## config.mk

```make
export PLATFORM = sky130hd
export DESIGN_NAME = raymarch_top
export DESIGN_NICKNAME = d
export VERILOG_FILES = /design/src/hw/ray_pkg.sv /design/src/hw/pixel_scan.sv /design/src/hw/march_stage.sv /design/src/hw/march_ring.sv /design/src/hw/shade_out.sv /design/src/hw/raymarch_top.sv
export VERILOG_INCLUDE_DIRS = /design/src /design/src/include
export SDC_FILE = /design/constraint.sdc
export NUM_CORES = 2
export LEC_CHECK = 0
export BUFFER_PORTS_ARGS = -buffer_cell sky130_fd_sc_hd__buf_4
export CAP_MARGIN = 20
export CORE_MARGIN = 4
export CORE_UTILIZATION = 60
export DETAILED_ROUTE_END_ITERATION = 16
export HOLD_SLACK_MARGIN = 0.15
export PLACE_DENSITY = 0.76
export REMOVE_ABC_BUFFERS = 1
export SYNTH_ARGS = -nofsm -noshare
export SYNTH_HDL_FRONTEND = slang
export SYNTH_SLANG_ARGS = --single-unit
```

## constraint.sdc

```tcl
create_clock -name clk -period 14 [get_ports clk]
set_clock_uncertainty 0.15 [all_clocks]
set_input_delay 1.4 -clock clk [delete_from_list [all_inputs] [get_ports clk]]
set_output_delay 1.4 -clock clk [all_outputs]
set_load 0.005 [all_outputs]
```

## src/include/ray_consts.svh

```systemverilog
`ifndef RAY_CONSTS_SVH
`define RAY_CONSTS_SVH

// screen
`define CORDW 5
`define SCREEN_W 16
`define SCREEN_H 12

// fixed point, signed 16 bit with 8 fraction bits
`define FRAC_BITS 8

// world units per pixel, 0.25
`define PIX_SCALE (1 << (`FRAC_BITS - 2))

// scene and march limits
`define BOX_HALF (1 << `FRAC_BITS)
// 0.2 rounds down to 51/256
`define EPSILON 51
`define MAX_DIST (16 << `FRAC_BITS)
`define ITR_PER_LOOP 6
`define NUM_LOOPS 3
`define MAX_STEPS (`ITR_PER_LOOP * `NUM_LOOPS)
`define RING_LEN (2 * `ITR_PER_LOOP)

// colour rule
`define DEPTH_SHIFT 4
`define COLOR_OFFSET 125

// output side
`define OUT_FIFO_DEPTH 4
`define OUT_CREDITS 4

`endif

```

## src/hw/ray_pkg.sv

```systemverilog
`default_nettype none

`include "ray_consts.svh"

package ray_pkg;

    // world value, 8 fraction bits
    typedef logic signed [15:0] fix_t;

    // screen coordinate
    typedef logic [`CORDW-1:0] pix_t;

    typedef logic [5:0] step_t;

    typedef logic [7:0] color_t;

    // where a ray is in its life
    typedef enum logic [2:0] {
        RAY_EMPTY     = 3'd0,
        RAY_MARCHING  = 3'd1,
        RAY_HIT       = 3'd2,
        RAY_MISS      = 3'd3,
        RAY_EXHAUSTED = 3'd4
    } ray_status_e;

endpackage

`default_nettype wire

```

## src/hw/pixel_scan.sv

```systemverilog
`timescale 1ns/1ps
`default_nettype none

`include "ray_consts.svh"

module pixel_scan (
    input  wire logic          clk,
    input  wire logic          reset,
    input  wire logic          i_take,
    input  wire ray_pkg::fix_t i_eye_x,
    input  wire ray_pkg::fix_t i_eye_y,
    input  wire ray_pkg::fix_t i_eye_z,
    output ray_pkg::pix_t      o_pix_x,
    output ray_pkg::pix_t      o_pix_y,
    output ray_pkg::fix_t      o_org_x,
    output ray_pkg::fix_t      o_org_y,
    output ray_pkg::fix_t      o_org_z
);

    localparam int HALF_W = `SCREEN_W / 2;
    localparam int HALF_H = `SCREEN_H / 2;

    ray_pkg::pix_t x;
    ray_pkg::pix_t y;
    ray_pkg::fix_t off_x;
    ray_pkg::fix_t off_y;

    // raster counters, move on only when the ring took the ray
    always_ff @(posedge clk) begin
        if (reset) begin
            x <= '0;
            y <= '0;
        end else if (i_take) begin
            if (x == ray_pkg::pix_t'(`SCREEN_W - 1)) begin
                x <= '0;
                if (y == ray_pkg::pix_t'(`SCREEN_H - 1)) begin
                    y <= '0;
                end else begin
                    y <= y + 1'b1;
                end
            end else begin
                x <= x + 1'b1;
            end
        end
    end

    // signed pixel offset from screen centre
    assign off_x = ray_pkg::fix_t'(x) - ray_pkg::fix_t'(HALF_W);
    assign off_y = ray_pkg::fix_t'(y) - ray_pkg::fix_t'(HALF_H);

    // orthographic ray, origin shifted in the screen plane
    assign o_org_x = i_eye_x + off_x * ray_pkg::fix_t'(`PIX_SCALE);
    assign o_org_y = i_eye_y + off_y * ray_pkg::fix_t'(`PIX_SCALE);
    assign o_org_z = i_eye_z;

    assign o_pix_x = x;
    assign o_pix_y = y;

endmodule

`default_nettype wire

```

## src/hw/march_stage.sv

```systemverilog
`timescale 1ns/1ps
`default_nettype none

`include "ray_consts.svh"

module march_stage (
    input  wire logic                 clk,
    input  wire logic                 reset,
    input  wire ray_pkg::ray_status_e i_status,
    input  wire ray_pkg::pix_t        i_pix_x,
    input  wire ray_pkg::pix_t        i_pix_y,
    input  wire ray_pkg::fix_t        i_pt_x,
    input  wire ray_pkg::fix_t        i_pt_y,
    input  wire ray_pkg::fix_t        i_pt_z,
    input  wire ray_pkg::fix_t        i_depth,
    input  wire ray_pkg::step_t       i_steps,
    output ray_pkg::ray_status_e      o_status,
    output ray_pkg::pix_t             o_pix_x,
    output ray_pkg::pix_t             o_pix_y,
    output ray_pkg::fix_t             o_pt_x,
    output ray_pkg::fix_t             o_pt_y,
    output ray_pkg::fix_t             o_pt_z,
    output ray_pkg::fix_t             o_depth,
    output ray_pkg::step_t            o_steps
);

    ray_pkg::fix_t q_x, q_y, q_z, q_max;

    ray_pkg::ray_status_e s1_status;
    ray_pkg::pix_t s1_pix_x, s1_pix_y;
    ray_pkg::fix_t s1_pt_x, s1_pt_y, s1_pt_z, s1_depth, s1_dist;
    ray_pkg::step_t s1_steps;

    ray_pkg::fix_t new_z, new_depth;
    ray_pkg::step_t new_steps;
    logic s1_hit;

    // chebyshev box distance
    always_comb begin
        q_x = (i_pt_x < 0 ? -i_pt_x : i_pt_x) - ray_pkg::fix_t'(`BOX_HALF);
        q_y = (i_pt_y < 0 ? -i_pt_y : i_pt_y) - ray_pkg::fix_t'(`BOX_HALF);
        q_z = (i_pt_z < 0 ? -i_pt_z : i_pt_z) - ray_pkg::fix_t'(`BOX_HALF);
        q_max = (q_x > q_y) ? q_x : q_y;
        q_max = (q_z > q_max) ? q_z : q_max;
    end

    always_ff @(posedge clk) begin
        if (reset) begin
            s1_status <= ray_pkg::RAY_EMPTY;
        end else begin
            s1_status <= i_status;
        end
    end

    always_ff @(posedge clk) begin
        s1_pix_x <= i_pix_x;
        s1_pix_y <= i_pix_y;
        s1_pt_x  <= i_pt_x;
        s1_pt_y  <= i_pt_y;
        s1_pt_z  <= i_pt_z;
        s1_depth <= i_depth;
        s1_steps <= i_steps;
        s1_dist  <= q_max;
    end

    // step along +z by the safe distance
    assign new_z     = s1_pt_z + s1_dist;
    assign new_depth = s1_depth + s1_dist;
    assign new_steps = s1_steps + 1'b1;
    assign s1_hit    = s1_dist < ray_pkg::fix_t'(`EPSILON);

    always_ff @(posedge clk) begin
        if (reset) begin
            o_status <= ray_pkg::RAY_EMPTY;
        end else if (s1_status != ray_pkg::RAY_MARCHING) begin
            o_status <= s1_status;
        end else if (s1_hit) begin
            o_status <= ray_pkg::RAY_HIT;
        end else if (new_depth >= ray_pkg::fix_t'(`MAX_DIST)) begin
            o_status <= ray_pkg::RAY_MISS;
        end else if (new_steps >= ray_pkg::step_t'(`MAX_STEPS)) begin
            o_status <= ray_pkg::RAY_EXHAUSTED;
        end else begin
            o_status <= ray_pkg::RAY_MARCHING;
        end
    end

    always_ff @(posedge clk) begin
        o_pix_x <= s1_pix_x;
        o_pix_y <= s1_pix_y;
        o_pt_x  <= s1_pt_x;
        o_pt_y  <= s1_pt_y;
        o_pt_z  <= s1_pt_z;
        o_depth <= s1_depth;
        o_steps <= s1_steps;
        if (s1_status == ray_pkg::RAY_MARCHING) begin
            o_steps <= new_steps;
            // a hit keeps the point where the surface was found
            if (!s1_hit) begin
                o_pt_z  <= new_z;
                o_depth <= new_depth;
            end
        end
    end

endmodule

`default_nettype wire

```

## src/hw/march_ring.sv

```systemverilog
`timescale 1ns/1ps
`default_nettype none

`include "ray_consts.svh"

module march_ring (
    input  wire logic          clk,
    input  wire logic          reset,
    input  wire ray_pkg::pix_t i_pix_x,
    input  wire ray_pkg::pix_t i_pix_y,
    input  wire ray_pkg::fix_t i_org_x,
    input  wire ray_pkg::fix_t i_org_y,
    input  wire ray_pkg::fix_t i_org_z,
    input  wire logic          i_ret_ready,
    output logic               o_take,
    output logic               o_ret_valid,
    output ray_pkg::pix_t      o_ret_x,
    output ray_pkg::pix_t      o_ret_y,
    output ray_pkg::ray_status_e o_ret_status,
    output ray_pkg::fix_t      o_ret_depth
);

    localparam int LAST = `ITR_PER_LOOP;

    // links between stages, index 0 is the entry, LAST is the ring tail
    ray_pkg::ray_status_e stat  [0:LAST];
    ray_pkg::pix_t        pix_x [0:LAST];
    ray_pkg::pix_t        pix_y [0:LAST];
    ray_pkg::fix_t        pt_x  [0:LAST];
    ray_pkg::fix_t        pt_y  [0:LAST];
    ray_pkg::fix_t        pt_z  [0:LAST];
    ray_pkg::fix_t        depth [0:LAST];
    ray_pkg::step_t       steps [0:LAST];

    ray_pkg::ray_status_e ent_status;
    ray_pkg::pix_t        ent_pix_x, ent_pix_y;
    ray_pkg::fix_t        ent_pt_x, ent_pt_y, ent_pt_z, ent_depth;
    ray_pkg::step_t       ent_steps;

    logic tail_done;
    logic retire;

    assign tail_done = (stat[LAST] == ray_pkg::RAY_HIT) ||
                       (stat[LAST] == ray_pkg::RAY_MISS) ||
                       (stat[LAST] == ray_pkg::RAY_EXHAUSTED);

    // finished rays leave only when the output side has room
    assign retire = tail_done && i_ret_ready;
    assign o_take = (stat[LAST] == ray_pkg::RAY_EMPTY) || retire;

    // entry mux: fresh ray into a free slot, otherwise go round again
    always_comb begin
        if (o_take) begin
            ent_status = ray_pkg::RAY_MARCHING;
            ent_pix_x  = i_pix_x;
            ent_pix_y  = i_pix_y;
            ent_pt_x   = i_org_x;
            ent_pt_y   = i_org_y;
            ent_pt_z   = i_org_z;
            ent_depth  = '0;
            ent_steps  = '0;
        end else begin
            ent_status = stat[LAST];
            ent_pix_x  = pix_x[LAST];
            ent_pix_y  = pix_y[LAST];
            ent_pt_x   = pt_x[LAST];
            ent_pt_y   = pt_y[LAST];
            ent_pt_z   = pt_z[LAST];
            ent_depth  = depth[LAST];
            ent_steps  = steps[LAST];
        end
    end

    assign stat[0]  = ent_status;
    assign pix_x[0] = ent_pix_x;
    assign pix_y[0] = ent_pix_y;
    assign pt_x[0]  = ent_pt_x;
    assign pt_y[0]  = ent_pt_y;
    assign pt_z[0]  = ent_pt_z;
    assign depth[0] = ent_depth;
    assign steps[0] = ent_steps;

    for (genvar n = 0; n < LAST; n++) begin : g_stage
        march_stage u_stage (
            .clk      (clk),
            .reset    (reset),
            .i_status (stat[n]),
            .i_pix_x  (pix_x[n]),
            .i_pix_y  (pix_y[n]),
            .i_pt_x   (pt_x[n]),
            .i_pt_y   (pt_y[n]),
            .i_pt_z   (pt_z[n]),
            .i_depth  (depth[n]),
            .i_steps  (steps[n]),
            .o_status (stat[n+1]),
            .o_pix_x  (pix_x[n+1]),
            .o_pix_y  (pix_y[n+1]),
            .o_pt_x   (pt_x[n+1]),
            .o_pt_y   (pt_y[n+1]),
            .o_pt_z   (pt_z[n+1]),
            .o_depth  (depth[n+1]),
            .o_steps  (steps[n+1])
        );
    end

    assign o_ret_valid  = retire;
    assign o_ret_x      = pix_x[LAST];
    assign o_ret_y      = pix_y[LAST];
    assign o_ret_status = stat[LAST];
    assign o_ret_depth  = depth[LAST];

endmodule

`default_nettype wire

```

## src/hw/shade_out.sv

```systemverilog
`timescale 1ns/1ps
`default_nettype none

`include "ray_consts.svh"

module shade_out (
    input  wire logic                 clk,
    input  wire logic                 reset,
    input  wire logic                 i_ret_valid,
    input  wire ray_pkg::pix_t        i_ret_x,
    input  wire ray_pkg::pix_t        i_ret_y,
    input  wire ray_pkg::ray_status_e i_ret_status,
    input  wire ray_pkg::fix_t        i_ret_depth,
    input  wire logic                 i_credit,
    output logic                      o_ret_ready,
    output logic                      o_pix_valid,
    output ray_pkg::pix_t             o_pix_x,
    output ray_pkg::pix_t             o_pix_y,
    output ray_pkg::color_t           o_red,
    output ray_pkg::color_t           o_green,
    output ray_pkg::color_t           o_blue
);

    localparam int PTR_W = $clog2(`OUT_FIFO_DEPTH);
    localparam int CNT_W = $clog2(`OUT_FIFO_DEPTH + 1);
    localparam int CRD_W = $clog2(`OUT_CREDITS + 1);

    ray_pkg::pix_t   fifo_x [`OUT_FIFO_DEPTH];
    ray_pkg::pix_t   fifo_y [`OUT_FIFO_DEPTH];
    ray_pkg::color_t fifo_r [`OUT_FIFO_DEPTH];
    ray_pkg::color_t fifo_g [`OUT_FIFO_DEPTH];
    ray_pkg::color_t fifo_b [`OUT_FIFO_DEPTH];

    logic [PTR_W-1:0] wr_ptr, rd_ptr;
    logic [CNT_W-1:0] fill;
    logic [CRD_W-1:0] credits;
    logic [15:0] depth_scaled;
    ray_pkg::color_t red, green, blue;
    logic pop;

    // status to colour, red fades with depth
    assign depth_scaled = i_ret_depth >> `DEPTH_SHIFT;

    always_comb begin
        red   = '0;
        green = '0;
        blue  = '0;
        case (i_ret_status)
            ray_pkg::RAY_HIT: begin
                red  = 8'd255 - depth_scaled[7:0] + 8'(`COLOR_OFFSET);
                blue = 8'd255;
            end
            ray_pkg::RAY_EXHAUSTED: green = 8'd255;
            default: ;
        endcase
    end

    always_ff @(posedge clk) begin
        if (i_ret_valid) begin
            fifo_x[wr_ptr] <= i_ret_x;
            fifo_y[wr_ptr] <= i_ret_y;
            fifo_r[wr_ptr] <= red;
            fifo_g[wr_ptr] <= green;
            fifo_b[wr_ptr] <= blue;
        end
    end

    // head goes out whenever a credit is held
    assign pop = (fill != '0) && (credits != '0);

    always_ff @(posedge clk) begin
        if (reset) begin
            wr_ptr  <= '0;
            rd_ptr  <= '0;
            fill    <= '0;
            credits <= CRD_W'(`OUT_CREDITS);
        end else begin
            if (i_ret_valid) begin
                wr_ptr <= (wr_ptr == PTR_W'(`OUT_FIFO_DEPTH - 1)) ? '0 : wr_ptr + 1'b1;
            end
            if (pop) begin
                rd_ptr <= (rd_ptr == PTR_W'(`OUT_FIFO_DEPTH - 1)) ? '0 : rd_ptr + 1'b1;
            end
            case ({i_ret_valid, pop})
                2'b10: fill <= fill + 1'b1;
                2'b01: fill <= fill - 1'b1;
                default: ;
            endcase
            // returned credit saturates at the start value
            if (i_credit && !pop && credits != CRD_W'(`OUT_CREDITS)) begin
                credits <= credits + 1'b1;
            end else if (!i_credit && pop) begin
                credits <= credits - 1'b1;
            end
        end
    end

    assign o_ret_ready = (fill != CNT_W'(`OUT_FIFO_DEPTH));
    assign o_pix_valid = pop;
    assign o_pix_x     = fifo_x[rd_ptr];
    assign o_pix_y     = fifo_y[rd_ptr];
    assign o_red       = fifo_r[rd_ptr];
    assign o_green     = fifo_g[rd_ptr];
    assign o_blue      = fifo_b[rd_ptr];

endmodule

`default_nettype wire

```

## src/hw/raymarch_top.sv

```systemverilog
`timescale 1ns/1ps
`default_nettype none

module raymarch_top (
    input  wire logic          clk,
    input  wire logic          reset,
    input  wire ray_pkg::fix_t i_eye_x,
    input  wire ray_pkg::fix_t i_eye_y,
    input  wire ray_pkg::fix_t i_eye_z,
    input  wire logic          i_credit,
    output logic               o_pix_valid,
    output ray_pkg::pix_t      o_pix_x,
    output ray_pkg::pix_t      o_pix_y,
    output ray_pkg::color_t    o_red,
    output ray_pkg::color_t    o_green,
    output ray_pkg::color_t    o_blue
);

    // scan to ring
    logic take;
    ray_pkg::pix_t scan_x, scan_y;
    ray_pkg::fix_t org_x, org_y, org_z;

    // ring to output side
    logic ret_valid, ret_ready;
    ray_pkg::pix_t ret_x, ret_y;
    ray_pkg::ray_status_e ret_status;
    ray_pkg::fix_t ret_depth;

    pixel_scan u_scan (
        .clk     (clk),
        .reset   (reset),
        .i_take  (take),
        .i_eye_x (i_eye_x),
        .i_eye_y (i_eye_y),
        .i_eye_z (i_eye_z),
        .o_pix_x (scan_x),
        .o_pix_y (scan_y),
        .o_org_x (org_x),
        .o_org_y (org_y),
        .o_org_z (org_z)
    );

    march_ring u_ring (
        .clk          (clk),
        .reset        (reset),
        .i_pix_x      (scan_x),
        .i_pix_y      (scan_y),
        .i_org_x      (org_x),
        .i_org_y      (org_y),
        .i_org_z      (org_z),
        .i_ret_ready  (ret_ready),
        .o_take       (take),
        .o_ret_valid  (ret_valid),
        .o_ret_x      (ret_x),
        .o_ret_y      (ret_y),
        .o_ret_status (ret_status),
        .o_ret_depth  (ret_depth)
    );

    shade_out u_shade (
        .clk          (clk),
        .reset        (reset),
        .i_ret_valid  (ret_valid),
        .i_ret_x      (ret_x),
        .i_ret_y      (ret_y),
        .i_ret_status (ret_status),
        .i_ret_depth  (ret_depth),
        .i_credit     (i_credit),
        .o_ret_ready  (ret_ready),
        .o_pix_valid  (o_pix_valid),
        .o_pix_x      (o_pix_x),
        .o_pix_y      (o_pix_y),
        .o_red        (o_red),
        .o_green      (o_green),
        .o_blue       (o_blue)
    );

endmodule

`default_nettype wire

```

==> flow_summary.json <==
{
  "cpPeakStageDelay_ps": 630,
  "finalWorstPathRequiredPeriod_ps": 9740,
  "report.power.total_mw": 14.58,
  "path_depth": 40,
  "top_ff_cell_synth": "dfxtp_1",
  "worst_pin_slew_ps": 1192,
  "worstRegToRegCells": 40,
  "drive_above_1_share": 0.07413,
  "timing_hold_violations_final": 0,
  "place_hpwl_um": 106000,
  "combinational_family_with_the_most_area_after_synthesis": "compound AO/OA/AOI/OAI gates",
  "drt-vias-per-instance": 5.764,
  "yosys.area_share.adder": 0.1101,
  "tritoncts": "yes",
  "fillCellCount": 6857,
  "number_of_flops_mapped_to_enable_cells_by_yosys": 80,
  "max_cap_viol_count": 0,
  "synth-warning-count": 0,
  "setup_viol": 0,
  "clkTransAtPathRegs_ps": 70,
  "antenna_found_initial": 10,
  "synth_compound_gate_area_share": 0.1293,
  "clock_latency_of_the_later_clocked_register_in_the_worst_skew_pair_ps": 730,
  "nature_of_the_critical_path_endpoint": "flop",
  "crit_type": "flop to flop",
  "total_track_usage": 0.2829,
  "worst_ep_arrival_time_ps": 10170,
  "netlist_area_mm2": 0.05381,
  "cts-buffers-inserted": 112,
  "floorplan.initialDensity": 0.6071,
  "cts.root.buffer_cell": "clkbuf_16",
  "drc": 0,
  "syn-mean-instance-area_um2": 9.905,
  "leakagePower_nw": 25.82,
  "vias": 39070,
  "yosys_register_bits": 1194,
  "final_number_of_max_transition_violations": 0,
  "gp_congestion": 0.9420,
  "grt_setup_unrepaired": "false",
  "dr.first_iter.drc_count": 3052,
  "drt_pass_1_iters": 5,
  "yosys.cell_types.count": 94,
  "globalRouteOverflowTotal": 0,
  "worst_ir_drop_vdd_uv": 259.0,
  "die_h_um": 307.5,
  "grt_start_max_net_pins": 66,
  "hp-class": "flop to flop",
  "min_delay_path_depth": 0,
  "design.core.area_mm2": 0.08865,
  "finalHoldWorstSlack_ps": 149.0,
  "io_pins": 86,
  "synth_xor_xnor_area_share": 0.08124,
  "power.density_mw_per_mm2": 245.2,
  "worstPathMaxFanout": 17,
  "grt_first_pass_wirelength_um": 208600,
  "simple_gate_share_of_the_synthesized_area": 0.1286,
  "dieArea_mm2": 0.09455,
  "worstSetupStartpointType": "flop",
  "number_of_antenna_diodes": 0,
  "nets": 6029,
  "wire_per_inst_um": 20.23,
  "run_status": "finished clean",
  "number_of_instances_in_the_synthesized_netlist": 5433,
  "cts_max_level": 3,
  "ys_seq_area_frac": 0.4591,
  "max-slew-margin-rel": 0.2018,
  "port_buffers": 85,
  "post_cts_setup_inserts": 0,
  "muxShareOfSynthArea": 0.05308,
  "finalSetupTns_ps": 0,
  "fp.dieW_um": 307.5,
  "clock_sinks": 1194,
  "final_antenna_net_count": 0,
  "cell_mode_on_critical_path": "ha_1",
  "number_of_buffers_on_the_longest_clock_path": 3,
  "areaGrowthSynthToFinish_pct": 10.51,
  "cpLargestDelayFamily": "compound AO/OA/AOI/OAI gates",
  "sum_of_routed_wire_length_over_all_layers_um": 137100,
  "worst_path_max_delay_cell": "nor3_1",
  "period_share": 0.6957,
  "vias_in_the_first_global_route": 37290,
  "ys_async_sr_fraction": 0,
  "critPathRequiredTime_ps": 14440,
  "max_freq_mhz": 102.7,
  "critPathBufInv": 3,
  "rows": 109
}
where the power goes:
part	internal [mW]	switching (mW)	leakage (nW)
Combinational	2.80	3.57	13.9
Clock	1.81	1.36	1.91
Sequential	4.24	0.793	10.0
metal layers:
layer / global-route usage / vias to the layer above / wire (um)
li1: - / 19170 / -
met1: 0.3773 / 18490 / 60090
met2: 0.4664 / 1144 / 62970
met3: 0.03686 / 269 / 7723
met4: 0.1202 / 0 / 6331
met5: 0 / - / 0
kinds of logic (layout without fill, tap and decap cells):
family                   Yosys count  in the layout
AND/OR/NAND/NOR                 1404           1404
AO/OA/AOI/OAI                   1089           1089
multiplexers                     252            252
XOR/XNOR                         495            495
buffers and inverters            535            714
adder cells (fa/ha/maj)          464            464
flip-flops                      1194           1194
metrics by stage:
| step | util | setup WS, ps | instances | instance area, um2 |
|---|---|---|---|---|
| 4_1_cts | 0.6705 | 4405 | 6774 | 59440 |
| 3_3_place_gp | 0.6256 | 4224 | 6562 | 55460 |
| 3_5_place_dp | 0.6256 | 4084 | 6562 | 55460 |
| 6_report | 0.6709 | 4260 | 6777 | 59470 |
| 5_1_grt | 0.6709 | 3596 | 6777 | 59470 |
| 2_1_floorplan | - | 3851 | 5302 | 53250 |
timing repair:
action | in CTS | in global routing
resized for setup | 0 | 0
endpoints found under the hold margin | 1 | 0
hold buffers | 1 | 0
layout by cell type (no fill, tap or decap), types with 16 or more instances in the layout:
master,count
ha_1,447
mux2i_1,170
nand2_1,495
o31ai_1,118
a211oi_1,25
nor3b_1,21
xnor2_1,245
nand3_1,62
nand2b_1,93
or3_1,56
nor3_1,108
and2_1,36
fa_1,16
a21o_1,60
dfxtp_1,1114
nor2_1,244
mux4_2,20
buf_4,95
o41ai_1,25
clkbuf_16,114
mux2_2,60
o21ai_0,361
nor4_1,28
a31oi_1,34
clkbuf_1,21
a41oi_1,16
a21boi_0,37
edfxtp_1,80
xor2_1,247
a211o_1,18
and3_1,29
inv_1,399
or4_1,47
nand4_1,59
o21a_1,67
a21oi_1,224
nor2b_1,61
worst paths after layout:
| path | start | end | slack, ps |
|---|---|---|---|
| hold reg to reg | u_ring.g_stage[0].u_stage.s1_pt_x[11]$_DFF_P_ | u_ring.g_stage[0].u_stage.o_pt_x[11]$_DFF_P_ | 150 |
| hold / removal | u_ring.g_stage[0].u_stage.s1_pt_x[11]$_DFF_P_ | u_ring.g_stage[0].u_stage.o_pt_x[11]$_DFF_P_ | 150 |
| setup / recovery | u_scan.o_pix_y[2]$_SDFFE_PP0P_ | u_ring.g_stage[0].u_stage.s1_dist[0]$_DFF_P_ | 4260 |
| setup reg to reg | u_scan.o_pix_y[2]$_SDFFE_PP0P_ | u_ring.g_stage[0].u_stage.s1_dist[0]$_DFF_P_ | 4260 |
final cells by class:
class	instances	area, um2	area share
Multi-Input combinational cell	3704	27070	0.4552
Sequential cell	1194	24700	0.4154
Clock buffer	149	3134	0.05270
Inverter	404	1519	0.02554
Tap cell	1165	1458	0.02451
Clock inverter	62	835.8	0.01405
Timing Repair Buffer	99	752.0	0.01264
worst reg2reg max path: cells and delay by family, from the launching register on:
family	cells	cell delay, ps
and+or+nand+nor	12	2690
DFF	1	380
adders and majority gates	6	1590
muxes	2	630
xor gates and xnor gates	3	590
AOI/OAI and AO/OA	14	2970
buffers and inverters	3	590
cells in the mapped netlist, types with 18 or more instances:
cell type / instances / area [um2]
xnor2_1: 245 / 2146
nand3_1: 62 / 310.3
a21oi_1: 225 / 1126
o31ai_1: 118 / 885.9
nand2_1: 501 / 1881
dfxtp_1: 1114 / 22300
a211oi_1: 25 / 187.7
nor2b_1: 61 / 381.6
or4_1: 47 / 352.8
a21boi_0: 37 / 277.8
inv_1: 399 / 1498
nor3_1: 108 / 540.5
and3_1: 29 / 181.4
o41ai_1: 25 / 219.0
a21o_1: 60 / 450.4
nand2b_1: 93 / 581.8
and2_1: 36 / 225.2
a31oi_1: 34 / 212.7
o21ai_0: 361 / 1807
nor4_1: 28 / 175.2
nand4_1: 59 / 369.1
ha_1: 447 / 5593
mux2_2: 60 / 675.7
edfxtp_1: 80 / 2402
nor2_1: 244 / 915.9
o21a_1: 68 / 510.5
nor3b_1: 21 / 157.7
mux2i_1: 170 / 1702
a211o_1: 18 / 157.7
xor2_1: 247 / 2163
or3_1: 56 / 350.3
mux4_2: 20 / 450.4
clkbuf_1: 96 / 360.4
Note: power is estimated with default switching activity, not from simulation.
